===== config.mk =====
export PLATFORM = sky130hd
export DESIGN_NAME = us_acq_top
export DESIGN_NICKNAME = d
export VERILOG_FILES = /design/src/rtl/us_acq_pkg.sv /design/src/rtl/acq_sequencer.sv /design/src/rtl/channel_capture.sv /design/src/rtl/fire_delay_pulser.sv /design/src/rtl/us_acq_top.sv
export VERILOG_INCLUDE_DIRS = /design/src /design/src/rtl
export SDC_FILE = /design/constraint.sdc
export NUM_CORES = 1
export LEC_CHECK = 0
export BUFFER_PORTS_ARGS = -buffer_cell sky130_fd_sc_hd__clkbuf_2
export CORE_ASPECT_RATIO = 0.75
export CORE_UTILIZATION = 47
export CTS_CLUSTER_SIZE = 12
export DETAILED_ROUTE_END_ITERATION = 8
export GPL_ROUTABILITY_DRIVEN = 1
export MAX_ROUTING_LAYER = met4
export PLACE_DENSITY = 0.73
export SLEW_MARGIN = 15
export SYNTH_ARGS = -nofsm -noshare
export SYNTH_HDL_FRONTEND = slang
export SYNTH_HIERARCHICAL = 1
export SYNTH_SLANG_ARGS = --single-unit

===== constraint.sdc =====
create_clock -name ADC_CLKOUT -period 9.46 [get_ports ADC_CLKOUT]
set_input_delay 1.892 -clock ADC_CLKOUT [delete_from_list [all_inputs] [get_ports ADC_CLKOUT]]
set_output_delay 1.892 -clock ADC_CLKOUT [all_outputs]
set_load 0.01 [all_outputs]

===== src/rtl/us_acq_consts.svh =====
// ==========================================================
// shared constants for the ultrasound acquisition core
// lane count, sample and word widths, timing count width
// and the request-to-start delay of the firing pulser
// include wherever a width or the fire delay is needed
// ==========================================================

`ifndef US_ACQ_CONSTS_SVH
`define US_ACQ_CONSTS_SVH

// ==========================================================
// adc lanes
// ==========================================================
`define US_ACQ_NUM_CH     8   // parallel adc lanes, one per channel
`define US_ACQ_SAMPLE_W   14  // raw adc sample bits
`define US_ACQ_WORD_W     16  // channel word, sample zero-padded on top

// ==========================================================
// shot timing
// ==========================================================
// tx_len, init_delay and samples_per_echo all share this width
`define US_ACQ_CNT_W      32

// accepted request to acq_start, in ADC_CLKOUT cycles
// must be at least 2 for the pulser counter
`define US_ACQ_FIRE_DELAY 10

`endif


===== src/rtl/us_acq_pkg.sv =====
// ==========================================================
// types shared by the acquisition core
// channel word with raw and sample views, sequencer states
// import with us_acq_pkg::* inside a module body
// ==========================================================

`include "us_acq_consts.svh"

package us_acq_pkg;

	// ======================================================
	// channel word
	// ======================================================
	// capture writes the sample view, sink reads the raw word
	typedef struct packed
	{
		logic [`US_ACQ_WORD_W-`US_ACQ_SAMPLE_W-1:0] pad; // always zero
		logic [`US_ACQ_SAMPLE_W-1:0]               sample; // adc lane value
	} channel_fields_t;

	typedef union packed
	{
		logic [`US_ACQ_WORD_W-1:0] raw; // as the downstream sink takes it
		channel_fields_t           fields;
	} channel_word_u;

	// ======================================================
	// sequencer states
	// ======================================================
	typedef enum logic [2:0]
	{
		ACQ_IDLE   = 3'd0, // waiting for acq_start
		ACQ_PULSE  = 3'd1, // transmit pulse phase
		ACQ_DELAY  = 3'd2, // initial delay before capture
		ACQ_WINDOW = 3'd3, // capture window, one sample per cycle
		ACQ_DONE   = 3'd4  // one cycle, raises acq_done
	} acq_state_e;

endpackage


===== src/rtl/acq_sequencer.sv =====
// ==========================================================
// shot sequencer for one ultrasound firing
// latches tx_len, init_delay and samples_per_echo at start,
// then walks pulse, delay and window with one down-counter
// a zero count skips its phase; done lasts one cycle
// tx_pulse and acq_done are registered decodes of the state
// ==========================================================

`timescale 1ns/1ps

`include "us_acq_consts.svh"

module acq_sequencer
(
	input  logic                     ADC_CLKOUT,
	input  logic                     rst_n,
	input  logic                     acq_start,        // one-cycle pulse
	input  logic [`US_ACQ_CNT_W-1:0] tx_len,           // transmit pulse cycles
	input  logic [`US_ACQ_CNT_W-1:0] init_delay,       // quiet cycles before capture
	input  logic [`US_ACQ_CNT_W-1:0] samples_per_echo, // capture window length
	output logic                     tx_pulse,
	output us_acq_pkg::acq_state_e   acq_state,        // window qualifier for capture
	output logic                     acq_done          // one-cycle pulse
);

	import us_acq_pkg::*;

	acq_state_e state;
	acq_state_e state_nxt;

	logic [`US_ACQ_CNT_W-1:0] cnt;      // cycles left in current phase
	logic [`US_ACQ_CNT_W-1:0] cnt_nxt;

	// config held for the whole shot
	logic [`US_ACQ_CNT_W-1:0] tx_len_q;
	logic [`US_ACQ_CNT_W-1:0] init_delay_q;
	logic [`US_ACQ_CNT_W-1:0] samples_q;

	// live inputs while idle, latched copy afterwards
	logic [`US_ACQ_CNT_W-1:0] cfg_tx;
	logic [`US_ACQ_CNT_W-1:0] cfg_dly;
	logic [`US_ACQ_CNT_W-1:0] cfg_smp;

	// first phase after cur with a nonzero count, else done
	function automatic acq_state_e next_phase
	(
		input acq_state_e cur,
		input logic       tx_nz,
		input logic       dly_nz,
		input logic       smp_nz
	);
		next_phase = ACQ_DONE;
		case (cur)
			ACQ_IDLE:
			begin
				if (tx_nz)
					next_phase = ACQ_PULSE;
				else if (dly_nz)
					next_phase = ACQ_DELAY;
				else if (smp_nz)
					next_phase = ACQ_WINDOW;
			end
			ACQ_PULSE:
			begin
				if (dly_nz)
					next_phase = ACQ_DELAY;
				else if (smp_nz)
					next_phase = ACQ_WINDOW;
			end
			ACQ_DELAY:
			begin
				if (smp_nz)
					next_phase = ACQ_WINDOW;
			end
			default: next_phase = ACQ_DONE; // window always ends in done
		endcase
	endfunction

	// ==========================================================
	// next state and counter
	// ==========================================================
	always_comb
	begin
		cfg_tx  = (state == ACQ_IDLE) ? tx_len           : tx_len_q;
		cfg_dly = (state == ACQ_IDLE) ? init_delay       : init_delay_q;
		cfg_smp = (state == ACQ_IDLE) ? samples_per_echo : samples_q;

		state_nxt = state;
		cnt_nxt   = cnt;

		case (state)
			ACQ_IDLE:
			begin
				if (acq_start)
					state_nxt = next_phase(state, |cfg_tx, |cfg_dly, |cfg_smp);
			end
			ACQ_PULSE, ACQ_DELAY, ACQ_WINDOW:
			begin
				if (cnt == `US_ACQ_CNT_W'(1))
					state_nxt = next_phase(state, |cfg_tx, |cfg_dly, |cfg_smp);
				else
					cnt_nxt = cnt - 1'b1;
			end
			ACQ_DONE: state_nxt = ACQ_IDLE;
			default:  state_nxt = ACQ_IDLE;
		endcase

		// load the length of the phase being entered
		if (state_nxt != state)
		begin
			case (state_nxt)
				ACQ_PULSE:  cnt_nxt = cfg_tx;
				ACQ_DELAY:  cnt_nxt = cfg_dly;
				ACQ_WINDOW: cnt_nxt = cfg_smp;
				default:    cnt_nxt = '0;
			endcase
		end
	end

	// ==========================================================
	// state and output registers
	// ==========================================================
	always_ff @(posedge ADC_CLKOUT)
	begin
		if (!rst_n)
		begin
			state    <= ACQ_IDLE;
			cnt      <= '0;
			tx_pulse <= 1'b0;
			acq_done <= 1'b0;
		end
		else
		begin
			state    <= state_nxt;
			cnt      <= cnt_nxt;
			tx_pulse <= (state == ACQ_PULSE); // one cycle behind state, like ch_valid
			acq_done <= (state == ACQ_DONE);
		end
	end

	// config snapshot at shot start, later changes wait for the next shot
	always_ff @(posedge ADC_CLKOUT)
	begin
		if ((state == ACQ_IDLE) && acq_start)
		begin
			tx_len_q     <= tx_len;
			init_delay_q <= init_delay;
			samples_q    <= samples_per_echo;
		end
	end

	assign acq_state = state;

endmodule


===== src/rtl/channel_capture.sv =====
// ==========================================================
// eight-lane capture stage
// registers every adc lane into a 16-bit channel word while
// the sequencer is in its window state, ch_valid one cycle
// later; outside the window the words hold their last value
// ==========================================================

`timescale 1ns/1ps

`include "us_acq_consts.svh"

module channel_capture
(
	input  logic                                       ADC_CLKOUT,
	input  logic                                       rst_n,
	input  us_acq_pkg::acq_state_e                     acq_state,
	input  logic [`US_ACQ_NUM_CH*`US_ACQ_SAMPLE_W-1:0] adc_data, // lane 0 in low bits
	output logic [`US_ACQ_NUM_CH*`US_ACQ_WORD_W-1:0]   ch_data,
	output logic                                       ch_valid
);

	import us_acq_pkg::*;

	channel_word_u word_q [`US_ACQ_NUM_CH]; // one word per lane

	logic in_window;

	assign in_window = (acq_state == ACQ_WINDOW);

	// ==========================================================
	// lane registers
	// ==========================================================
	always_ff @(posedge ADC_CLKOUT)
	begin
		if (!rst_n)
		begin
			ch_valid <= 1'b0;
			for (int i = 0; i < `US_ACQ_NUM_CH; i++)
				word_q[i] <= '0; // ch_data reads zero out of reset
		end
		else
		begin
			ch_valid <= in_window;
			if (in_window)
			begin
				for (int i = 0; i < `US_ACQ_NUM_CH; i++)
				begin
					word_q[i].fields.pad    <= '0;
					word_q[i].fields.sample <= adc_data[i*`US_ACQ_SAMPLE_W +: `US_ACQ_SAMPLE_W];
				end
			end
		end
	end

	// flatten raw words onto the output bus
	for (genvar g = 0; g < `US_ACQ_NUM_CH; g++)
	begin : g_lane
		assign ch_data[g*`US_ACQ_WORD_W +: `US_ACQ_WORD_W] = word_q[g].raw;
	end

endmodule


===== src/rtl/fire_delay_pulser.sv =====
// ==========================================================
// host firing endpoint, four-phase fire_req / fire_ack
// an accepted request gives one acq_start pulse after the
// fixed fire delay; acq_done from the sequencer raises
// fire_ack, held until the host drops fire_req
// ==========================================================

`timescale 1ns/1ps

`include "us_acq_consts.svh"

module fire_delay_pulser
(
	input  logic ADC_CLKOUT,
	input  logic rst_n,
	input  logic fire_req,  // host request, held until ack
	output logic fire_ack,  // shot finished
	input  logic acq_done,  // one-cycle pulse from sequencer
	output logic acq_start  // one-cycle pulse to sequencer
);

	// counter only needs to reach FIRE_DELAY-2
	localparam int DLY_W = ($clog2(`US_ACQ_FIRE_DELAY) > 0) ? $clog2(`US_ACQ_FIRE_DELAY) : 1;

	typedef enum logic [1:0]
	{
		PL_IDLE = 2'd0, // ready for a new request
		PL_WAIT = 2'd1, // counting the fire delay
		PL_BUSY = 2'd2, // shot running, wait for acq_done
		PL_ACK  = 2'd3  // ack high until request released
	} pl_state_e;

	pl_state_e        state;
	logic [DLY_W-1:0] dly_cnt;

	// ==========================================================
	// handshake fsm
	// ==========================================================
	always_ff @(posedge ADC_CLKOUT)
	begin
		if (!rst_n)
		begin
			state   <= PL_IDLE;
			dly_cnt <= '0;
		end
		else
		begin
			case (state)
				PL_IDLE:
				begin
					// only reachable with fire_req low after an ack, so a level
					// here is always a fresh request
					if (fire_req)
					begin
						state   <= PL_WAIT;
						dly_cnt <= DLY_W'(`US_ACQ_FIRE_DELAY - 2);
					end
				end
				PL_WAIT:
				begin
					if (dly_cnt == '0)
						state <= PL_BUSY; // acq_start goes out this cycle
					else
						dly_cnt <= dly_cnt - 1'b1;
				end
				PL_BUSY:
				begin
					if (acq_done)
						state <= PL_ACK;
				end
				PL_ACK:
				begin
					if (!fire_req)
						state <= PL_IDLE; // ack drops next cycle
				end
				default: state <= PL_IDLE;
			endcase
		end
	end

	// decoded straight from the state flops
	assign acq_start = (state == PL_WAIT) && (dly_cnt == '0);
	assign fire_ack  = (state == PL_ACK);

endmodule


===== src/rtl/us_acq_top.sv =====
// ==========================================================
// ultrasound acquisition core, single ADC_CLKOUT domain
// host fires a shot with fire_req / fire_ack, the pulser
// delays it, the sequencer runs pulse, delay and window,
// and the capture stage presents eight padded channel words
// ==========================================================

`timescale 1ns/1ps

`include "us_acq_consts.svh"

module us_acq_top
(
	input  logic                                       ADC_CLKOUT,
	input  logic                                       rst_n,

	// host firing handshake
	input  logic                                       fire_req,
	output logic                                       fire_ack,

	// shot configuration, sampled at shot start
	input  logic [`US_ACQ_CNT_W-1:0]                   tx_len,
	input  logic [`US_ACQ_CNT_W-1:0]                   init_delay,
	input  logic [`US_ACQ_CNT_W-1:0]                   samples_per_echo,

	// adc lanes in, transmit and channel data out
	input  logic [`US_ACQ_NUM_CH*`US_ACQ_SAMPLE_W-1:0] adc_data,
	output logic                                       tx_pulse,
	output logic [`US_ACQ_NUM_CH*`US_ACQ_WORD_W-1:0]   ch_data,
	output logic                                       ch_valid
);

	import us_acq_pkg::*;

	logic       acq_start; // pulser -> sequencer
	logic       acq_done;  // sequencer -> pulser
	acq_state_e acq_state; // sequencer -> capture

	// ==========================================================
	// blocks
	// ==========================================================
	fire_delay_pulser i_pulser
	(
		.ADC_CLKOUT (ADC_CLKOUT),
		.rst_n      (rst_n),
		.fire_req   (fire_req),
		.fire_ack   (fire_ack),
		.acq_done   (acq_done),
		.acq_start  (acq_start)
	);

	acq_sequencer i_seq
	(
		.ADC_CLKOUT       (ADC_CLKOUT),
		.rst_n            (rst_n),
		.acq_start        (acq_start),
		.tx_len           (tx_len),
		.init_delay       (init_delay),
		.samples_per_echo (samples_per_echo),
		.tx_pulse         (tx_pulse),
		.acq_state        (acq_state),
		.acq_done         (acq_done)
	);

	// no ready from the sink, data goes out whether taken or not
	channel_capture i_capture
	(
		.ADC_CLKOUT (ADC_CLKOUT),
		.rst_n      (rst_n),
		.acq_state  (acq_state),
		.adc_data   (adc_data),
		.ch_data    (ch_data),
		.ch_valid   (ch_valid)
	);

endmodule


==> results.json <==
{
  "result_of_the_run": "finished, final reports clean",
  "dp_hpwl_um": 23970,
  "final_core_utilization_pct": 59.19,
  "detail_route.first_pass.iterations": 7,
  "gr-usage-all-layers_pct": 26.12,
  "cts-root-buf": "clkbuf_16",
  "post_synth_instance_area_sq_um": 11860,
  "drc": 0,
  "number_of_buffers_added_on_ports": 325,
  "synth_compound_gate_area_share_pct": 12.83,
  "htree_num_levels": 1,
  "cts_hold_buffers": 0,
  "yosys-mux-area-fraction_pct": 3.346,
  "critical_path.max_fanout": 40,
  "cp_data_required_time_ns": 9.88,
  "nets": 1466,
  "area_occupied_by_registers_sq_um": 7127,
  "setup_repair_after_global_routing_missed_its_margin": "false",
  "setup.worst_path.start_class": "input port",
  "final_hold_viols": 0,
  "ys_top_cells_by_area": "edfxtp_1 (53%), dfxtp_1 (7.4%), and2_1 (6.1%)",
  "cts_resized": 0,
  "number_of_global_route_vias_before_repair": 8729,
  "synth-seq-area-share_pct": 60.12,
  "ioPinCount": 342,
  "cpPeakStageDelay_ns": 0.56,
  "dominantRegCellSynth": "edfxtp_1",
  "clock-sinks": 252,
  "timing.critical_path.slowest_stage_cell": "nor4_1",
  "post_cts.repair.setup_buffers": 0,
  "setup_viol": 0,
  "routed_wl_um": 33020,
  "netlist_top_cells_count": "edfxtp_1 (208), and2_1 (116), nand2_1 (77), nor4_1 (49), dfxtp_1 (44)",
  "ant_nets": 0,
  "final_cell_area_sq_um": 14410,
  "dieHeight_um": 139.5,
  "whs_ns": 0.4935,
  "synthesized_area_fraction_occupied_by_adder_cells_pct": 0.8443,
  "synth_xor_xnor_area_share_pct": 1.330,
  "dominant_combinational_cell_family_by_area_after_synthesis": "simple AND/OR/NAND/NOR gates",
  "synthMostInstantiatedCell": "edfxtp_1",
  "netlist.top_cell.by_area": "edfxtp_1",
  "die_x_um": 185.4,
  "synth.ff_latch_count": 252,
  "yosys.area.top_type_share_pct": 52.69,
  "p_per_area_nw_per_um2": 273.7,
  "drive_above_1_share_pct": 33.25,
  "vias": 9098,
  "timing.clock.skew_ns": 0.01202,
  "final-max-slew-violation-count": 0,
  "pin_count_of_the_biggest_net_entering_global_routing": 86,
  "post_synth_num_cell_types": 77,
  "max_clock_freq_mhz": 198.8,
  "gr-total-overflow": 0,
  "clock_latency_ns": 0.52,
  "endpoint_kind": "flip-flop",
  "postSynthCellCount": 932,
  "fillCellCount": 2027,
  "wire_length_of_the_first_global_routing_pass_um": 50550,
  "ir_worst_vdd_mv": 0.1957,
  "timing.hold.worst.class": "flip-flop to flip-flop",
  "cts_buffer_depth": 3,
  "fin_setup_tns_ns": 0,
  "share_of_synthesized_cell_area_in_and_or_nand_and_nor_gates_pct": 17.56,
  "worst_path_most_repeated_cell": "buf_4",
  "synth_async_sr_flop_share_pct": 0,
  "place_ws_ns": 4.018,
  "floorplan.initialDensity_pct": 48.71,
  "initial_antenna_violation_count": 1,
  "clock_tree_from_tritoncts": "yes",
  "avgSynthCellArea_sq_um": 12.72,
  "synthToLayoutAreaGrowth_pct": 21.53,
  "placed_cell_area_sq_um": 13630,
  "synth-edff-count": 208,
  "drt_iter0_drcs": 1011,
  "worst_slew_margin_rel_pct": 25.86,
  "gp_congestion": 0.8912,
  "timing_worst_slew_pin_value_ns": 1.104,
  "final.period_utilization_pct": 53.17,
  "dieArea_sq_um": 25870,
  "path_cells": "clkbuf_2 > nor4_1 > nand4_1 > or3_1 > a2bb2o_1 > a21oi_4 > buf_4 > or4_1 > buf_4 > a21oi_1 > o21a_1 > o221a_2",
  "fin_ws_ns": 4.430,
  "timing.critical_path.arrival_ns": 5.45,
  "maxCapViolations": 0,
  "fin_crit_ns": 5.030,
  "yosys_warnings": 6,
  "vias_per_cell": 5.693,
  "setup.worst_path.class": "input port to flip-flop",
  "footprint_of_the_multi_input_gates_sq_um": 4330,
  "power.static_leakage_nw": 5.838,
  "wl_per_cell_um": 20.66,
  "placementRows": 49,
  "tritoncts.num_buffers": 27,
  "clk_pin_slew_ns": 0.06,
  "core_region_area_sq_um": 24340
}
-- path summary, 6_finish.rpt --
| path | cells after the start | slack, ns | endpoint | from |
|---|---|---|---|---|
| hold / removal | 2 | 0.49 | i_pulser/dly_cnt[1] | i_pulser/dly_cnt[1] |
| setup / recovery | 12 | 4.43 | i_seq/cnt[17] | samples_per_echo[0] |
| setup reg to reg | 10 | 5.17 | i_seq/cnt[17] | i_seq/acq_state[2] |
| hold reg to reg | 2 | 0.49 | i_pulser/dly_cnt[1] | i_pulser/dly_cnt[1] |
-- stage by stage --
| stage | total power [mW] | cells |
|---|---|---|
| floorplan | 2.607 | 947 |
| finish | 3.943 | 1598 |
| global route | 4.138 | 1598 |
| CTS | 3.938 | 1597 |
| detailed placement | 2.987 | 1549 |
| global placement | 2.967 | 1549 |
-- state kept, by name, summed over array words and instances (netlist names) --
name / flops
i_seq/samples_q: 32
i_capture/ch_valid: 1
i_seq/acq_done: 1
i_seq/cnt: 32
i_pulser/dly_cnt: 4
i_capture/word_q: 112
i_seq/init_delay_q: 32
i_seq/tx_pulse: 1
i_seq/tx_len_q: 32
i_pulser/state: 2
i_seq/acq_state: 3
-- final cells by class --
| type | instances | area share [%] |
|---|---|---|
| flip-flops and latches | 252 | 49.47 |
| diodes | 1 | 0.01737 |
| clock buffers | 35 | 4.967 |
| well taps | 331 | 2.875 |
| repair buffers | 337 | 11.91 |
| clock inverters | 13 | 0.3821 |
| multi-input cells | 617 | 30.06 |
| inverters | 12 | 0.3213 |
-- logic make-up (layout without fill, tap and decap cells) --
group                      Yosys count  in the layout
AOI/OAI and AO/OA                  177            177
adders and majority gates            8              8
and+or+nand+nor                    360            360
DFF                                252            252
buffers and inverters               78            397
xor gates and xnor gates            18             18
other                                1             17
muxes                               38             38
-- layout by cell type (no fill, tap or decap), drive strengths merged, types with 9 or more instances in the layout --
master / count
nor4: 53
buf: 12
nor3: 17
o22ai: 17
a221oi: 18
nand2: 78
nand4: 13
a21oi: 30
nor2: 24
conb: 16
mux2i: 35
o2bb2ai: 17
a211oi: 16
nand3: 25
xor2: 10
o21ai: 9
o32ai: 25
clkinv: 13
clkbuf: 360
and2: 116
edfxtp: 208
inv: 11
dfxtp: 44
-- critical path: cells and delay by family --
family	cells	cell delay, ns
and+or+nand+nor	4	1.46
AOI/OAI and AO/OA	5	1.14
buffers and inverters	3	0.93
-- report_power, final --
part	switching (mW)	internal [mW]	leakage, nW
Sequential	0.140	1.46	2.39
Clock	0.422	0.528	0.372
Combinational	0.881	0.516	3.07
Total	1.44	2.50	5.84
-- layer usage --
| layer | global-route usage, % | vias up | share of wire [%] |
|---|---|---|---|
| met5 | - | - | 0 |
| met4 | 5.002 | 0 | 2.0 |
| met3 | 4.397 | 47 | 8.6 |
| met2 | 39.52 | 447 | 46 |
| met1 | 37.11 | 4390 | 43 |
| li1 | - | 4214 | - |
(Power assumes the default switching activity.)
